File: src/dbg_settings.svh
`ifndef DBG_SETTINGS_SVH
`define DBG_SETTINGS_SVH

// sel_mode code of the run command ('G')
`define DBG_RUN_CMD    8'h47

// received word that halts the cpu ('H')
`define DBG_HALT_CHAR  8'h48

// dump framing characters
`define DBG_EQ_CHAR    8'h3D
`define DBG_CR_CHAR    8'h0D
`define DBG_LF_CHAR    8'h0A

`define DBG_REG_COUNT  6 // pc, ir, a, b, y, mdr
`define DBG_LABEL_MAX  3 // longest label is MDR

`endif

File: src/dbg_pkg.sv
package dbg_pkg;

    typedef logic [31:0] word_t;     // data, pc, breakpoints, tx words
    typedef logic [7:0]  mode_t;     // mode selector
    typedef logic [7:0]  char_t;     // ascii character

    // register number in dump order (pc ir a b y mdr)
    typedef logic [2:0]  reg_idx_t;
    typedef logic [1:0]  char_idx_t; // position inside a label

    typedef enum logic [2:0] {
        IDLE,
        RUN,     // cpu clock running while watching for a stop
        LABEL,
        EQUALS,
        DATA,
        CR,
        LF,
        DONE     // finish held until sel_mode changes
    } dump_state_e;

endpackage

File: src/dump_if.sv
`timescale 1ns/1ps

interface dump_if;
    dbg_pkg::reg_idx_t  reg_idx;
    dbg_pkg::char_idx_t char_idx;
    dbg_pkg::char_t     label_char;
    logic               label_last; // label_char is the last one of its label
    dbg_pkg::word_t     reg_word;

    modport seq (
        output reg_idx,
        output char_idx,
        input  label_char,
        input  label_last,
        input  reg_word
    );

    modport rom (
        input  reg_idx,
        input  char_idx,
        output label_char,
        output label_last,
        output reg_word
    );
endinterface

File: src/run_control.sv
`timescale 1ns/1ps
`include "dbg_settings.svh"

module run_control (
    input  logic           clk,
    input  logic           rstn,
    input  logic           run_en,
    input  logic           ack_rx,
    input  dbg_pkg::word_t pc_chk,
    input  dbg_pkg::word_t bp_1,
    input  dbg_pkg::word_t bp_2,
    input  dbg_pkg::word_t din_rx,
    output logic           stop_hit,
    output logic           clk_cpu,
    output logic           req_rx
);

    logic bp_match;
    logic halt_rx;

    assign bp_match = (pc_chk == bp_1) || (pc_chk == bp_2);
    assign halt_rx  = (din_rx == dbg_pkg::word_t'(`DBG_HALT_CHAR));

    // only meaningful while the cpu is running
    assign stop_hit = run_en & (bp_match | halt_rx);

    always_ff @(posedge clk or negedge rstn) begin
        if (!rstn) begin
            clk_cpu <= 1'b0;
        end else if (run_en) begin
            clk_cpu <= ~clk_cpu;  // half the debug clock
        end else begin
            clk_cpu <= 1'b0;
        end
    end

    // keep asking for a word while no ack is pending
    always_ff @(posedge clk or negedge rstn) begin
        if (!rstn) begin
            req_rx <= 1'b0;
        end else if (run_en) begin
            req_rx <= ~ack_rx;
        end
    end

endmodule

File: src/label_rom.sv
`timescale 1ns/1ps
`include "dbg_settings.svh"

module label_rom (
    dump_if.rom            dif,
    input  dbg_pkg::word_t pc,
    input  dbg_pkg::word_t ir,
    input  dbg_pkg::word_t a,
    input  dbg_pkg::word_t b,
    input  dbg_pkg::word_t y,
    input  dbg_pkg::word_t mdr
);

    dbg_pkg::char_t     label [`DBG_LABEL_MAX];
    dbg_pkg::char_idx_t last_idx;

    always_comb begin
        label    = '{default: 8'h00};
        last_idx = '0;
        case (dif.reg_idx)
            3'd0: begin
                label    = '{"P", "C", 8'h00};
                last_idx = 2'd1;
            end
            3'd1: begin
                label    = '{"I", "R", 8'h00};
                last_idx = 2'd1;
            end
            3'd2: label = '{"A", 8'h00, 8'h00};
            3'd3: label = '{"B", 8'h00, 8'h00};
            3'd4: label = '{"Y", 8'h00, 8'h00};
            3'd5: begin
                label    = '{"M", "D", "R"};
                last_idx = 2'd2;
            end
            default: ;
        endcase
    end

    assign dif.label_char = label[dif.char_idx];
    assign dif.label_last = (dif.char_idx == last_idx);

    // snapshot word in the same order as the labels
    always_comb begin
        case (dif.reg_idx)
            3'd0:    dif.reg_word = pc;
            3'd1:    dif.reg_word = ir;
            3'd2:    dif.reg_word = a;
            3'd3:    dif.reg_word = b;
            3'd4:    dif.reg_word = y;
            3'd5:    dif.reg_word = mdr;
            default: dif.reg_word = '0;
        endcase
    end

endmodule

File: src/dump_sequencer.sv
`timescale 1ns/1ps
`include "dbg_settings.svh"

module dump_sequencer (
    input  logic           clk,
    input  logic           rstn,
    input  dbg_pkg::mode_t sel_mode,
    input  logic           stop_hit,
    input  logic           ack_tx,
    output logic           run_en,
    output logic           req_tx,
    output logic           type_tx,
    output dbg_pkg::word_t dout,
    output logic           finish,
    dump_if.seq            dif
);

    dbg_pkg::dump_state_e state;
    dbg_pkg::dump_state_e state_nxt;
    dbg_pkg::reg_idx_t    reg_idx;
    dbg_pkg::char_idx_t   char_idx;
    logic                 cmd_run;
    logic                 taken;
    logic                 last_reg;
    logic                 tx_nxt;

    assign cmd_run  = (sel_mode == `DBG_RUN_CMD);
    assign taken    = req_tx & ack_tx;  // item accepted on this edge
    assign last_reg = (reg_idx == dbg_pkg::reg_idx_t'(`DBG_REG_COUNT - 1));
    assign run_en   = (state == dbg_pkg::RUN);

    assign dif.reg_idx  = reg_idx;
    assign dif.char_idx = char_idx;

    always_comb begin
        state_nxt = state;
        if (!cmd_run) begin
            state_nxt = dbg_pkg::IDLE;
        end else begin
            case (state)
                dbg_pkg::IDLE:   state_nxt = dbg_pkg::RUN;
                dbg_pkg::RUN:    if (stop_hit) state_nxt = dbg_pkg::LABEL;
                dbg_pkg::LABEL:  if (taken && dif.label_last) state_nxt = dbg_pkg::EQUALS;
                dbg_pkg::EQUALS: if (taken) state_nxt = dbg_pkg::DATA;
                dbg_pkg::DATA: begin
                    if (taken) begin
                        state_nxt = last_reg ? dbg_pkg::CR : dbg_pkg::LABEL;
                    end
                end
                dbg_pkg::CR:     if (taken) state_nxt = dbg_pkg::LF;
                dbg_pkg::LF:     if (taken) state_nxt = dbg_pkg::DONE;
                default: ;
            endcase
        end
    end

    // states that put an item on the tx port
    assign tx_nxt = state_nxt inside {dbg_pkg::LABEL, dbg_pkg::EQUALS, dbg_pkg::DATA,
                                      dbg_pkg::CR, dbg_pkg::LF};

    // item follows the state only, so it holds while ack_tx is low
    always_comb begin
        type_tx = 1'b0;
        dout    = '0;
        case (state)
            dbg_pkg::LABEL:  dout = dbg_pkg::word_t'(dif.label_char);
            dbg_pkg::EQUALS: dout = dbg_pkg::word_t'(`DBG_EQ_CHAR);
            dbg_pkg::DATA: begin
                type_tx = 1'b1;
                dout    = dif.reg_word;
            end
            dbg_pkg::CR:     dout = dbg_pkg::word_t'(`DBG_CR_CHAR);
            dbg_pkg::LF:     dout = dbg_pkg::word_t'(`DBG_LF_CHAR);
            default: ;
        endcase
    end

    always_ff @(posedge clk or negedge rstn) begin
        if (!rstn) begin
            state    <= dbg_pkg::IDLE;
            reg_idx  <= '0;
            char_idx <= '0;
            req_tx   <= 1'b0;
            finish   <= 1'b0;
        end else begin
            state  <= state_nxt;
            finish <= (state_nxt == dbg_pkg::DONE);
            req_tx <= tx_nxt & ~taken;  // one low cycle between items

            if (run_en) begin
                reg_idx  <= '0;
                char_idx <= '0;
            end else if (taken) begin
                case (state)
                    dbg_pkg::LABEL: char_idx <= dif.label_last ? '0 : char_idx + 1'b1;
                    dbg_pkg::DATA:  if (!last_reg) reg_idx <= reg_idx + 1'b1;
                    default: ;
                endcase
            end
        end
    end

endmodule

File: src/dbg_run_top.sv
`timescale 1ns/1ps

module dbg_run_top (
    input  logic           clk,
    input  logic           rstn,
    input  dbg_pkg::mode_t sel_mode,
    input  dbg_pkg::word_t pc_chk,
    input  dbg_pkg::word_t bp_1,
    input  dbg_pkg::word_t bp_2,
    input  dbg_pkg::word_t din_rx,
    input  dbg_pkg::word_t pc,
    input  dbg_pkg::word_t ir,
    input  dbg_pkg::word_t a,
    input  dbg_pkg::word_t b,
    input  dbg_pkg::word_t y,
    input  dbg_pkg::word_t mdr,
    input  logic           ack_rx,
    input  logic           ack_tx,
    output logic           req_rx,
    output logic           clk_cpu,
    output logic           req_tx,
    output logic           type_tx,
    output dbg_pkg::word_t dout,
    output logic           finish
);

    logic run_en;
    logic stop_hit;

    dump_if dif ();

    run_control u_run_control (
        .clk      (clk),
        .rstn     (rstn),
        .run_en   (run_en),
        .ack_rx   (ack_rx),
        .pc_chk   (pc_chk),
        .bp_1     (bp_1),
        .bp_2     (bp_2),
        .din_rx   (din_rx),
        .stop_hit (stop_hit),
        .clk_cpu  (clk_cpu),
        .req_rx   (req_rx)
    );

    dump_sequencer u_dump_sequencer (
        .clk      (clk),
        .rstn     (rstn),
        .sel_mode (sel_mode),
        .stop_hit (stop_hit),
        .ack_tx   (ack_tx),
        .run_en   (run_en),
        .req_tx   (req_tx),
        .type_tx  (type_tx),
        .dout     (dout),
        .finish   (finish),
        .dif      (dif.seq)
    );

    label_rom u_label_rom (
        .dif (dif.rom),
        .pc  (pc),
        .ir  (ir),
        .a   (a),
        .b   (b),
        .y   (y),
        .mdr (mdr)
    );

endmodule

File: config.mk
export PLATFORM = sky130hd
export DESIGN_NAME = dbg_run_top
export DESIGN_NICKNAME = d
export VERILOG_FILES = /design/src/dbg_pkg.sv /design/src/dump_if.sv /design/src/run_control.sv /design/src/label_rom.sv /design/src/dump_sequencer.sv /design/src/dbg_run_top.sv
export VERILOG_INCLUDE_DIRS = /design/src
export SDC_FILE = /design/constraint.sdc
export NUM_CORES = 1
export LEC_CHECK = 0
export BUFFER_PORTS_ARGS = -buffer_cell sky130_fd_sc_hd__buf_4
export CORE_AREA = 2 2 145 147
export CTS_CLUSTER_DIAMETER = 30
export DETAILED_ROUTE_END_ITERATION = 8
export DIE_AREA = 0 0 147 149
export HOLD_SLACK_MARGIN = 0.15
export PLACE_DENSITY = 0.46
export SYNTH_ARGS = -nofsm -noshare
export SYNTH_HDL_FRONTEND = slang
export SYNTH_SLANG_ARGS = --single-unit
File: constraint.sdc
create_clock -name clk -period 2 [get_ports clk]
set_input_delay 0.1 -clock clk [delete_from_list [all_inputs] [get_ports clk]]
set_output_delay 0.1 -clock clk [all_outputs]
set_load 0.005 [all_outputs]
==> flow_summary.html <==
<table>
<tr><th>Metric</th><th>Value</th></tr>
<tr><th colspan="2">Layout</th></tr>
<tr><td>Layout Nets</td><td>1129</td></tr>
<tr><td>Area occupied by multi-input gates</td><td>between 2000 and 3000 um2</td></tr>
<tr><td>Cell Count, Final, Fillers Out</td><td>roughly 1100</td></tr>
<tr><td>Ratio of cells with drive above 1 in the final layout</td><td>0.618</td></tr>
<tr><td>Layout Cell Area excl Fill</td><td>6830 um2</td></tr>
<tr><td>Total area of sequential cells</td><td>304 um2</td></tr>
<tr><td>Layout filler cell count</td><td>between 2000 and 2500</td></tr>
<tr><td>Utilization after layout</td><td>0.332</td></tr>
<tr><td>Synthesis-to-layout area growth</td><td>118%</td></tr>
<tr><th colspan="2">Floorplan</th></tr>
<tr><td>Die Outline Area</td><td>roughly 22000 um2</td></tr>
<tr><td>Starting Density</td><td>0.152</td></tr>
<tr><td>Overall die height</td><td>~150 um</td></tr>
<tr><td>Die boundary width</td><td>147 um</td></tr>
<tr><td>Placement Rows</td><td>53</td></tr>
<tr><td>Number of I/O pins</td><td>around 370</td></tr>
<tr><td>Floorplan core area</td><td>20600 um2</td></tr>
<tr><th colspan="2">Logic synthesis</th></tr>
<tr><td>Asr flop ratio synth</td><td>1.00</td></tr>
<tr><td>Leading cell types by count after synthesis</td><td>65 x sky130_fd_sc_hd__xor2_1, 40 x sky130_fd_sc_hd__nand2_1, 37 x sky130_fd_sc_hd__mux2_2</td></tr>
<tr><td>Post-synthesis cell area</td><td>about 3100 um2</td></tr>
<tr><td>Share of the synthesized area in the top cell type</td><td>0.182</td></tr>
<tr><td>Most instantiated flip-flop cell in the synthesis netlist</td><td>sky130_fd_sc_hd__dfrtp_1</td></tr>
<tr><td>Average cell area after synthesis</td><td>~7.7 um2</td></tr>
<tr><td>Number of synthesized register bits</td><td>12</td></tr>
<tr><td>Largest cells by area after synthesis</td><td>sky130_fd_sc_hd__xor2_1 18%, sky130_fd_sc_hd__mux2_2 13%, sky130_fd_sc_hd__dfrtp_1 9.6%</td></tr>
<tr><td>Mapped Nets</td><td>744</td></tr>
<tr><td>Post-synthesis cell type count</td><td>between 50 and 60</td></tr>
<tr><td>Area leader, netlist</td><td>sky130_fd_sc_hd__xor2_1</td></tr>
<tr><td>Sequential fraction of the synthesis area</td><td>0.0959</td></tr>
<tr><td>Number of instances in the synthesized netlist</td><td>407</td></tr>
<tr><td>Number of enable-type register cells in the synthesized netlist</td><td>0</td></tr>
<tr><td>Synthesis warning total</td><td>0</td></tr>
<tr><td>Cell with the most instances after synthesis</td><td>sky130_fd_sc_hd__xor2_1</td></tr>
<tr><th colspan="2">Routing</th></tr>
<tr><td>Iteration-0 DRC Markers</td><td>about 200</td></tr>
<tr><td>First-pass detailed-route iteration total</td><td>4</td></tr>
<tr><td>Avg Vias per Cell</td><td>between 4 and 5</td></tr>
<tr><td>Aggregate routed wire length</td><td>between 20 and 25 mm</td></tr>
<tr><td>Post-detailed-route DRC marker count</td><td>0</td></tr>
<tr><td>Total via count in the routed design</td><td>4850</td></tr>
<tr><td>Detail-routed net length per standard cell</td><td>a little under 20 um</td></tr>
<tr><td>Remaining antenna violation count after routing</td><td>0</td></tr>
<tr><th colspan="2">Timing</th></tr>
<tr><td>Tightest Pin Transition</td><td>~0.4 ns</td></tr>
<tr><td>Setup WS post-layout</td><td>-0.128 ns</td></tr>
<tr><td>Hold Worst Slack</td><td>0.255 ns</td></tr>
<tr><td>Worst-case clock skew</td><td>0.00358 ns</td></tr>
<tr><td>Unrepaired setup endpoints after global routing</td><td>true</td></tr>
<tr><td>Number of pins exceeding their max-slew limit in the final report</td><td>0</td></tr>
<tr><td>Clock period minus final worst setup slack</td><td>2.13 ns</td></tr>
<tr><td>Highest Clock Rate</td><td>~470 MHz</td></tr>
<tr><td>Hold Vio Cnt, Final</td><td>0</td></tr>
<tr><td>Remaining max-slew budget at the tightest pin</td><td>0.733</td></tr>
<tr><td>Period utilization</td><td>1.06</td></tr>
<tr><td>Number of setup violations in the final report</td><td>5</td></tr>
<tr><th colspan="2">Worst setup path</th></tr>
<tr><td>Startpoint class of the critical path</td><td>flop</td></tr>
<tr><td>Crit Path Class</td><td>reg -&gt; out</td></tr>
<tr><td>Largest driver fanout on the critical path</td><td>8</td></tr>
<tr><td>Endpoint kind of the worst setup timing path</td><td>primary output</td></tr>
<tr><td>Worst Path Required</td><td>approximately 1.9 ns</td></tr>
<tr><td>Signal arrival time at the worst endpoint</td><td>between 2 and 2.5 ns</td></tr>
<tr><th colspan="2">Clock tree</th></tr>
<tr><td>Maximum level of the CTS H-tree</td><td>1</td></tr>
<tr><td>Number of buffers created by CTS</td><td>3</td></tr>
<tr><td>Root Driver</td><td>sky130_fd_sc_hd__clkbuf_16</td></tr>
<tr><td>TritonCTS clock tree</td><td>done</td></tr>
<tr><td>Clk buf depth</td><td>2</td></tr>
<tr><td>Clock slew at reported path FFs</td><td>roughly 0.040 ns</td></tr>
<tr><td>Number of clock sinks</td><td>12</td></tr>
<tr><td>Skew-Pair Late Insertion Delay</td><td>about 0.24 ns</td></tr>
<tr><th colspan="2">Run status</th></tr>
<tr><td>Outcome</td><td>finished with violations</td></tr>
<tr><td>Violations in the final reports</td><td>setup timing</td></tr>
<tr><th colspan="2">Global routing</th></tr>
<tr><td>Total global routing track utilization</td><td>0.177</td></tr>
<tr><td>Wire length of the first global-routing pass</td><td>29.4 mm</td></tr>
<tr><td>Pin count of the biggest net entering global routing</td><td>22</td></tr>
<tr><td>Antenna violations before repair</td><td>2</td></tr>
<tr><td>Vias in the first global route</td><td>roughly 5000</td></tr>
<tr><td>Sum of overflow across all layers after global routing</td><td>0</td></tr>
<tr><th colspan="2">Worst hold path</th></tr>
<tr><td>Hold Crit Class</td><td>in -&gt; async</td></tr>
<tr><th colspan="2">Power and ir drop</th></tr>
<tr><td>Static Leakage</td><td>roughly 3.2 nW</td></tr>
<tr><td>Cell area power density</td><td>~210 nW/um2</td></tr>
<tr><td>Max IR drop VDD</td><td>0.000183 V</td></tr>
<tr><th colspan="2">Placement</th></tr>
<tr><td>GPL Wtd Cong</td><td>approximately 0.85</td></tr>
<tr><td>Total instance count after detailed placement</td><td>about 1000</td></tr>
<tr><td>IO Port Bufs</td><td>approximately 370</td></tr>
<tr><td>HPWL after detailed placement</td><td>around 18 mm</td></tr>
<tr><td>Instance area after placement</td><td>6330 um2</td></tr>
<tr><th colspan="2">Flow run</th></tr>
<tr><td>Number of max-cap violations</td><td>0</td></tr>
</table>
[worst paths after layout]
| path | start | end | slack (ns) | cells past startpoint |
|---|---|---|---|---|
| max in group asynchronous | rstn | u_dump_sequencer.dif.reg_idx[1] | 1.56 | 2 |
| min in group clk | sel_mode[0] | u_dump_sequencer.state[1] | 0.29 | 3 |
| setup reg to reg | u_dump_sequencer.dif.reg_idx[2] | u_dump_sequencer.state[0] | 0.11 | 8 |
| hold / removal | rstn | u_run_control.req_rx | 0.25 | 2 |
| setup / recovery | u_dump_sequencer.dif.reg_idx[0] | dout[0] | -0.13 | 6 |
| hold reg to reg | u_run_control.clk_cpu | u_run_control.clk_cpu | 0.45 | 1 |
[stage by stage]
| stage | total power [mW] | worst slack, ns | TNS [ns] |
|---|---|---|---|
| 6_report | 1.43 | -0.128 | -0.239 |
| 5_1_grt | 1.52 | -0.173 | -1.53 |
| 4_1_cts | 1.44 | -0.120 | -0.870 |
| 3_5_place_dp | 1.06 | 0.0352 | 0 |
| 3_3_place_gp | 1.05 | 0.0350 | 0 |
| 2_1_floorplan | 0.443 | 0.144 | 0 |
[worst max-delay path: stages (launching register included)]
cell and delay, ns:
sky130_fd_sc_hd__dfrtp_2 0.44, sky130_fd_sc_hd__ha_2 0.21, sky130_fd_sc_hd__ha_4 0.19, sky130_fd_sc_hd__a222oi_1 0.34
sky130_fd_sc_hd__a21oi_1 0.11, sky130_fd_sc_hd__a221o_1 0.33, sky130_fd_sc_hd__buf_4 0.16
[layout make-up]
type | instances | area share
Inverter | 6 | 0.00330
Antenna cell | 2 | 0.000733
Multi-Input combinational cell | 354 | 0.408
Tap cell | 275 | 0.0504
Clock buffer | 4 | 0.0115
Sequential cell | 12 | 0.0445
Timing Repair Buffer | 415 | 0.481
[sequential cells by signal, summed over array words and instances (netlist names)]
register and cells:
u_dump_sequencer.dif.reg_idx 3, u_run_control.clk_cpu 1, u_dump_sequencer.state 3, u_dump_sequencer.dif.char_idx 2, u_dump_sequencer.req_tx 1, u_dump_sequencer.finish 1
u_run_control.req_rx 1
[repair_timing]
item,in CTS,in global routing
pin swaps,8,21
endpoints found under the hold margin,13,0
resized for setup,18,35
setup endpoints to repair,32,33
buffers inserted,8,1
hold buffers,2,0
cloned,2,2
[placed cells by master (no fill, tap or decap), types with 4 or more instances in the layout]
cell                          n
sky130_fd_sc_hd__a31oi_1     10
sky130_fd_sc_hd__nand2_1     40
sky130_fd_sc_hd__nor4_1      22
sky130_fd_sc_hd__dfrtp_1      9
sky130_fd_sc_hd__xor2_1      65
sky130_fd_sc_hd__clkbuf_16    5
sky130_fd_sc_hd__buf_4      396
sky130_fd_sc_hd__a22oi_1     30
sky130_fd_sc_hd__buf_12       4
sky130_fd_sc_hd__a221oi_2     4
sky130_fd_sc_hd__o21ai_0     11
sky130_fd_sc_hd__nor2_1      16
sky130_fd_sc_hd__buf_6        8
sky130_fd_sc_hd__mux2_4       4
sky130_fd_sc_hd__nor3_1       4
sky130_fd_sc_hd__nand4_1      7
sky130_fd_sc_hd__mux2_2      36
sky130_fd_sc_hd__a222oi_1    16
sky130_fd_sc_hd__a21oi_1     24
sky130_fd_sc_hd__o22ai_1      4
[layer usage]
metal | vias up | wire, um | global-route usage
li1 | 2344 | - | -
met1 | 2201 | 6600 | 0.159
met2 | 279 | 12100 | 0.375
met3 | 26 | 1960 | 0.0505
met4 | 0 | 527 | 0.0567
met5 | - | 0 | 0
[kinds of logic after synthesis]
logic type,Yosys count,synth area share
AO/OA/AOI/OAI,132,0.298
AND/OR/NAND/NOR,109,0.179
XOR/XNOR,66,0.185
multiplexers,42,0.154
buffers and inverters,41,0.0683
flip-flops,12,0.0959
adder cells (fa/ha/maj),5,0.0200
[power by group]
part / switching [mW] / total (mW) / internal [mW]
sequential: 0.00543 / 0.254 / 0.249
combinational: 0.265 / 0.810 / 0.545
clock: 0.101 / 0.369 / 0.268
total: 0.372 / 1.43 / 1.06
(Power assumes the default switching activity.)
